===== config.mk =====
export PLATFORM = sky130hd
export DESIGN_NAME = ahb_arbiter_flat
export DESIGN_NICKNAME = d
export VERILOG_FILES = /design/src/ahb_soc_pkg.sv /design/src/ahb_if.sv /design/src/ahb_arbiter.sv /design/src/flat_wrapper.sv
export SDC_FILE = /design/constraint.sdc
export NUM_CORES = 1
export LEC_CHECK = 0
export BUFFER_PORTS_ARGS = -buffer_cell sky130_fd_sc_hd__buf_4
export CAP_MARGIN = 20
export CELL_PAD_IN_SITES_DETAIL_PLACEMENT = 0
export CELL_PAD_IN_SITES_GLOBAL_PLACEMENT = 1
export CORE_AREA = 2 2 96 98
export CTS_BUF_LIST = sky130_fd_sc_hd__clkbuf_16
export CTS_CLUSTER_DIAMETER = 50
export DETAILED_ROUTE_END_ITERATION = 16
export DIE_AREA = 0 0 98 100
export PLACE_DENSITY = 0.79
export SYNTH_ARGS = -nofsm -noshare
export SYNTH_HDL_FRONTEND = slang
export SYNTH_SLANG_ARGS = --single-unit

===== constraint.sdc =====
create_clock -name clk_i -period 3.2 [get_ports clk_i]
set_input_delay 0.8 -clock clk_i [delete_from_list [all_inputs] [get_ports clk_i]]
set_output_delay 0.8 -clock clk_i [all_outputs]
set_load 0.005 [all_outputs]

===== src/ahb_soc_pkg.sv =====
/*
  Shared widths, address map defaults and bus enums for the AHB-Lite interconnect.
  Only word-sized single transfers are supported across the whole design.
*/
package ahb_soc_pkg;

  ////////////////////////////
  // Bus widths
  ////////////////////////////

  // Data and address widths in bits
  localparam int XLEN = 32;
  localparam int PLEN = 32;

  // Number of decoded slaves behind the address decoder
  localparam int SLAVES = 2;

  ////////////////////////////
  // Encodings
  ////////////////////////////

  // Transfer type as seen on HTRANS; BUSY and SEQ never appear here
  typedef enum logic [1:0] {
    IDLE   = 2'b00,
    BUSY   = 2'b01,
    NONSEQ = 2'b10,
    SEQ    = 2'b11
  } htrans_e;

  // Slave response; retry and split are not part of AHB-Lite
  typedef enum logic {
    OKAY  = 1'b0,
    ERROR = 1'b1
  } hresp_e;

  // HSIZE code of a 32-bit transfer
  localparam logic [2:0] hsize_word = 3'b010;

  // Data-phase state of the decoder, ERR1 and ERR2 form the two-cycle error
  typedef enum logic [1:0] {
    DATA = 2'b00,
    ERR1 = 2'b01,
    ERR2 = 2'b10
  } dec_state_e;

  // Default address map, each slave owns 1 KiB
  localparam logic [PLEN-1:0] S0_BASE     = 32'h0000_0000;
  localparam logic [PLEN-1:0] S1_BASE     = 32'h0000_0400;
  localparam int              RANGE_WIDTH = 22;

endpackage


===== src/ahb_if.sv =====
/*
  AHB-Lite link between two blocks of the interconnect.
  HREADY is a single wire driven by the slave side, so there is no separate HREADYOUT.
*/
`timescale 1ns/1ns

interface ahb_if;

  // Address phase, driven by the upstream side
  logic                            hsel;
  logic [ahb_soc_pkg::PLEN-1:0]    haddr;
  logic                            hwrite;
  logic [2:0]                      hsize;
  ahb_soc_pkg::htrans_e            htrans;

  // Write data trails the address by one phase
  logic [ahb_soc_pkg::XLEN-1:0]    hwdata;

  // Data-phase return path from the slave side
  logic [ahb_soc_pkg::XLEN-1:0]    hrdata;
  logic                            hready;
  ahb_soc_pkg::hresp_e             hresp;

  // Upstream view, as used by the arbiter and by the decoder towards a slave
  modport master (
    output hsel, haddr, hwrite, hsize, htrans, hwdata,
    input  hrdata, hready, hresp
  );

  // Downstream view, as used by the decoder towards the arbiter and by the SRAMs
  modport slave (
    input  hsel, haddr, hwrite, hsize, htrans, hwdata,
    output hrdata, hready, hresp
  );

endinterface


===== src/ahb_arbiter.sv =====
/*
  Round-robin arbiter for two masters on one AHB-Lite bus.
  A master must hold its address phase until HREADY and may only issue NONSEQ while granted.
*/
`timescale 1ns/1ns

module ahb_arbiter (
  input  logic                                  clk_i,
  input  logic                                  rst_n_i,

  input  logic [1:0]                            m_hbusreq_i,
  output logic [1:0]                            m_hgrant_o,

  input  logic [1:0][ahb_soc_pkg::PLEN-1:0]     m_haddr_i,
  input  logic [1:0]                            m_hwrite_i,
  input  logic [1:0][2:0]                       m_hsize_i,
  input  ahb_soc_pkg::htrans_e                  m_htrans_i [2],
  input  logic [1:0][ahb_soc_pkg::XLEN-1:0]     m_hwdata_i,

  ahb_if.master                                 bus
);

  ////////////////////////////
  // Grant state
  ////////////////////////////

  // Index of the master that owns the address phase
  logic grant_q;

  // Index of the master whose transfer is in the data phase
  logic owner_q;

  // The other master, which is the only candidate for a handover
  logic other;

  // High on an edge where the grant is allowed to move
  logic handover;

  assign other = ~grant_q;

  // The granted master may only lose the bus once its address phase is not pending,
  // that is when it is idle or has dropped its request, and the bus is ready
  assign handover = bus.hready &&
                    ((m_htrans_i[grant_q] == ahb_soc_pkg::IDLE) || !m_hbusreq_i[grant_q]);

  always_ff @(posedge clk_i) begin
    if (!rst_n_i) begin
      // Master 0 holds the bus after reset
      grant_q <= 1'b0;
      owner_q <= 1'b0;
    end else begin
      // Alternate only if the other master actually wants the bus
      if (handover && m_hbusreq_i[other]) begin
        grant_q <= other;
      end
      // Every edge with HREADY high starts a new data phase for the granted master
      if (bus.hready) begin
        owner_q <= grant_q;
      end
    end
  end

  // Grants are registered levels
  assign m_hgrant_o[0] = (grant_q == 1'b0);
  assign m_hgrant_o[1] = (grant_q == 1'b1);

  ////////////////////////////
  // Bus multiplexers
  ////////////////////////////

  // Address phase follows the grant
  assign bus.haddr  = m_haddr_i[grant_q];
  assign bus.hwrite = m_hwrite_i[grant_q];
  assign bus.hsize  = m_hsize_i[grant_q];
  assign bus.htrans = m_htrans_i[grant_q];

  // Select the bus whenever the granted master starts a transfer
  assign bus.hsel = (m_htrans_i[grant_q] == ahb_soc_pkg::NONSEQ);

  // Write data belongs to the transfer in the data phase, one phase behind the grant
  assign bus.hwdata = m_hwdata_i[owner_q];

endmodule


===== src/flat_wrapper.sv =====
// flat-port wrapper written by rule: the top's interface ports become plain ports
module ahb_arbiter_flat 
  (clk_i, rst_n_i, m_hbusreq_i, m_hgrant_o, m_haddr_i, m_hwrite_i, m_hsize_i, m_htrans_i, m_hwdata_i, bus_hsel, bus_haddr, bus_hwrite, bus_hsize, bus_htrans, bus_hwdata, bus_hrdata, bus_hready, bus_hresp);
  ahb_if bus_i ();
  input  logic clk_i;
  input  logic rst_n_i;
  input  logic [1:0] m_hbusreq_i;
  output logic [1:0] m_hgrant_o;
  input  logic [1:0][ahb_soc_pkg::PLEN-1:0] m_haddr_i;
  input  logic [1:0] m_hwrite_i;
  input  logic [1:0][2:0] m_hsize_i;
  input  ahb_soc_pkg::htrans_e m_htrans_i[2];
  input  logic [1:0][ahb_soc_pkg::XLEN-1:0] m_hwdata_i;
  output wire logic [$bits(bus_i.hsel)-1:0] bus_hsel;
  output wire logic [$bits(bus_i.haddr)-1:0] bus_haddr;
  output wire logic [$bits(bus_i.hwrite)-1:0] bus_hwrite;
  output wire logic [$bits(bus_i.hsize)-1:0] bus_hsize;
  output wire logic [$bits(bus_i.htrans)-1:0] bus_htrans;
  output wire logic [$bits(bus_i.hwdata)-1:0] bus_hwdata;
  input wire logic [$bits(bus_i.hrdata)-1:0] bus_hrdata;
  input wire logic [$bits(bus_i.hready)-1:0] bus_hready;
  input wire logic [$bits(bus_i.hresp)-1:0] bus_hresp;
  assign bus_hsel = bus_i.hsel;
  assign bus_haddr = bus_i.haddr;
  assign bus_hwrite = bus_i.hwrite;
  assign bus_hsize = bus_i.hsize;
  assign bus_htrans = bus_i.htrans;
  assign bus_hwdata = bus_i.hwdata;
  assign bus_i.hrdata = bus_hrdata;
  assign bus_i.hready = bus_hready;
  assign bus_i.hresp = bus_hresp;
  ahb_arbiter u_core (.clk_i(clk_i), .rst_n_i(rst_n_i), .m_hbusreq_i(m_hbusreq_i), .m_hgrant_o(m_hgrant_o), .m_haddr_i(m_haddr_i), .m_hwrite_i(m_hwrite_i), .m_hsize_i(m_hsize_i), .m_htrans_i(m_htrans_i), .m_hwdata_i(m_hwdata_i), .bus(bus_i));
endmodule

# Word-level counts from Yosys, hierarchy flattened
# Index checks and enable logic that the tools add are counted.
[totals]
register_bits = 2
out_inout_bits = 73
elab_cells = 29
[classes]
n_lt_le_gt_ge = 4
n_eq_ne = 1
muxes = 15
bitwise_logic = 2
reduce_logical = 5
[ops]
columns = ["cell", "count"]
rows = [
  ["32-bit two-way mux", 4],
  ["1-bit by 2-bit less-than comparator with 1-bit output (second input constant)", 3],
  ["1-bit two-way mux", 6],
  ["2-bit two-way mux", 3],
  ["3-bit two-way mux", 2],
  ["2-bit equality test (second input constant)", 1],
  ["2-bit >= comparator (second input constant)", 1],
  ["1-bit logical AND", 2],
  ["2-bit logical NOT", 1],
  ["1-bit inverter with 2-bit output", 1],
  ["1-bit logical NOT", 1],
  ["1-bit logical OR", 1],
  ["1-bit inverter", 1],
]

# Logic depth before layout (Yosys ltp)
[depth]
word_depth = 8
ltp_mapped = 4
ltp_nobuf = 3

# Worst setup path after synthesis
# Ideal clock, no wire load.
[synth_path]
kind = "input-to-output"
start = "input port m_htrans_i[1] (netlist name)"
end = "output port bus_hsel"
t_arrival_ns = 1.202
t_required_ns = 2.400
slack_ns = 1.198
stages = 2
n_path_buf = 0
path_cell_list = "mux2_2 -> nor2b_1"
[synth_between]
elab_chain_cells = 4
[synth_rtl]
columns = ["item", "line", "text"]
rows = [
  ["start, declared", "flat_wrapper.sv:12", "input ahb_soc_pkg::htrans_e m_htrans_i[2];"],
  ["2-bit two-way mux (implied by the code) (3 in a row)", "ahb_arbiter.sv:78", "assign bus.hsel = (m_htrans_i[grant_q] == ahb_soc_pkg::NONSEQ);"],
  ["2-bit equality test", "ahb_arbiter.sv:78", ""],
  ["end, declared", "flat_wrapper.sv:14", "output wire logic [$bits(bus_i.hsel)-1:0] bus_hsel;"],
]
# Every way passes these cells. The select of a mux whose other input is x is not followed.

# Final worst setup path
[layout_path]
start = "register u_core.grant_q"
end = "output port bus_haddr[31]"
[layout_between]
elab_chain_cells = 2
[layout_rtl]
columns = ["item", "line", "text"]
rows = [
  ["start, declared", "ahb_arbiter.sv:28", "logic grant_q;"],
  ["start signal, assigned", "ahb_arbiter.sv:54", "grant_q <= other;"],
  ["32-bit two-way mux (implied by the code) (2 in a row)", "ahb_arbiter.sv:72", "assign bus.haddr = m_haddr_i[grant_q];"],
  ["end, declared", "flat_wrapper.sv:15", "output wire logic [$bits(bus_i.haddr)-1:0] bus_haddr;"],
]
# Every way passes these cells. The select of a mux whose other input is x is not followed.

==> run summary <==
Fmax: 0.417 GHz
Fill cells: 918
Synth Warn #: 0
Grt met2 use: 0.174
Max FO, Critical Path: 25
HP Class: flip-flop to flip-flop
Clk sink count: 2
FF-to-FF Start: u_core.grant_q$_SDFFE_PN0P_
Final core area utilization: 0.319
Predominant post-synthesis flop cell: dfxtp_1
Largest net degree at the start of global routing: 34
Data arrival, critical path: 1600 ps
Minimum clock period: 2400 ps
Area growth syn-to-layout: 164%
Die Span Y: 100 um
CTS tree: done
# diodes: 0
Clk_lat worst skew: 220 ps
Power, Total: 584 uW
GR peak layer: met2
Leakage: 0.00145 uW
Mapped Area: 1070 sq um
Via count: 1597
Site Rows: 35
CP max stage delay: 580 ps
Die width: 98 um
Clock Path Buffers: 2
Hold Path Depth: 2
Placed Instances: 411
RSZ-0062 raised after global routing: false
Post-cts resize count: 0
Reg2reg path depth: 4
Cell variety after synth: 14
Commonest cells in the netlist: mux2_2, mux2_4, buf_6
Yosys reg bits: 2
Hold buffers post-CTS: 0
Worst Path Buf+Inv: 2
Initial antenna violation count: 0
Worst Setup End Kind: output pin
CP Cell Sequence: buf_12 -> mux2_2 -> buf_4
Leading cell type by number of instances after synthesis: mux2_2
Post-CTS Setup Repair Bufs: 0
Initial core utilization: 0.121
Routed Antenna Nets: 0
IR Drop Worst-Case VDD: 0.000114 V
Grt ovf: 0
Startpoint types: flip-flop
# setup viols final: 0
Clock Skews: 0.298 ps
CORE AREA: 8890 sq um
Setup slack, reg-to-reg: 1900 ps
Final hold slack: 734 ps
Clk slew on worst S/H paths: 30 ps
Hold_sp: u_core.grant_q$_SDFFE_PN0P_
PortBufs: 217
Post-synth EDFFs: 0
Gpl congestion: 0.734
Layout cells sized above 1: 0.970
Reg2reg end: u_core.grant_q$_SDFFE_PN0P_
# DRC: 0
Crit path required time: 2400 ps
Status: completed
Num CTS Buffers: 3
Drt wl/cell: 12.7 um
Mapped Cells: 91
Synth top area cells: mux2_2, mux2_4, buf_6
Full die area: 9800 sq um
Routed wire length: 5250 um
Critical path's slowest cell: dfxtp_2
Slew Limit Fails: 0
Final count of hold timing violations: 0
Global routing met3 resource utilization: 0.0313
DRT iter0 DRCs: 40
Setup CP Type: flip-flop to output pin
H-tree depth: 1
Sink of the worst hold path: u_core.owner_q$_SDFFE_PN0P_
Tcrit/Tclk final: 0.750
Syn_area_per_cell: 11.8 sq um
Largest area contributor in the netlist: mux2_2
Final setup TNS: 0 ps
Met1 GRT Util: 0.106
Io pins: 251
Vias in the first global route: 1538
First drt pass iteration count: 3
Non-filler cells, final: 414
Max_slew headroom: 0.715
Max cap viols: 0
Synth Net Count: 269
Root Driver: clkbuf_16
Pwr dens: 206 nW/um^2
Nets: 483
HPWL Detailed: 4640 um
Vias per cell: 3.86
Worst slew pin tran: 428 ps
First-pass GRT wire length: 7460 um
Post-synthesis sequential area ratio: 0.0373
GRT Total Usage: 0.0943
Async set-reset flop share out of synthesis: 0
CP delay by family, top: flip-flops
Top cell type's share of synthesized area: 0.524
==> power by group <==
group	total (uW)	leakage (uW)	switching [uW]	internal [uW]
logic	363	0.00140	96.8	266
registers	31.5	0.0000167	5.04	26.5
clock network	190	0.0000370	30.7	159
total	584	0.00145	133	451
==> logic make-up (layout without fill, tap and decap cells) <==
group,Yosys count,after routing,share of synthesized area
AOI/OAI and AO/OA,4,4,0.0245
buffers and inverters,11,223,0.108
DFF,2,2,0.0373
muxes,71,71,0.813
and+or+nand+nor,3,3,0.0175
==> tightest hold or removal path, stage by stage (launching register included) <==
cell and delay (ps):
dfxtp_2 440, mux2i_1 190, nor2b_1 60
==> layout make-up <==
cell class | instances | area, sq um | share of cell area
tap | 111 | 139 | 0.0490
inverter | 1 | 3.75 | 0.00132
multi-input combinational | 78 | 918 | 0.324
clock buffer | 3 | 75.1 | 0.0265
sequential | 2 | 41.3 | 0.0146
timing repair buffer | 219 | 1660 | 0.585
==> registers in the layout (all words and copies together) (netlist names) <==
name,cells
u_core.owner_q,1
u_core.grant_q,1
==> routing by layer <==
layer / vias up / wire length, um
met5: - / 0
li1: 767 / -
met4: 0 / 37
met2: 123 / 2670
met1: 702 / 1860
met3: 5 / 680
==> layout by cell type, fill, tap and decap left out <==
| cell type | Yosys | routed |
|---|---|---|
| dfxtp_2 | 0 | 1 |
| o21ai_0 | 2 | 2 |
| inv_2 | 1 | 1 |
| mux2i_1 | 1 | 1 |
| buf_4 | 3 | 218 |
| mux2_2 | 50 | 50 |
| dfxtp_1 | 2 | 1 |
| nand4_1 | 1 | 1 |
| nor2b_1 | 2 | 2 |
| mux2_4 | 20 | 20 |
| a21boi_1 | 1 | 1 |
| a31o_1 | 1 | 1 |
| clkbuf_16 | 0 | 3 |
| buf_12 | 2 | 1 |
==> how the worst max path moves through the flow <==
stage,to,slack (ps),cells past startpoint,startpoint
after floorplan,bus_hsel,1200,2,m_htrans_i[1]
after global placement,bus_hsel,960,4,m_htrans_i[1]
after detailed placement,bus_hsel,950,4,m_htrans_i[1]
after CTS,bus_haddr[31],780,3,u_core.grant_q$_SDFFE_PN0P_
after global routing,bus_haddr[31],720,3,u_core.grant_q$_SDFFE_PN0P_
final,bus_haddr[31],800,3,u_core.grant_q$_SDFFE_PN0P_
==> metrics by stage <==
step	setup WS [ps]	cell area (sq um)
3_5_place_dp	953	2760
6_report	799	2830
2_1_floorplan	1200	1070
3_3_place_gp	956	2760
5_1_grt	720	2830
4_1_cts	775	2830
Note: power is estimated with default switching activity, not from simulation.
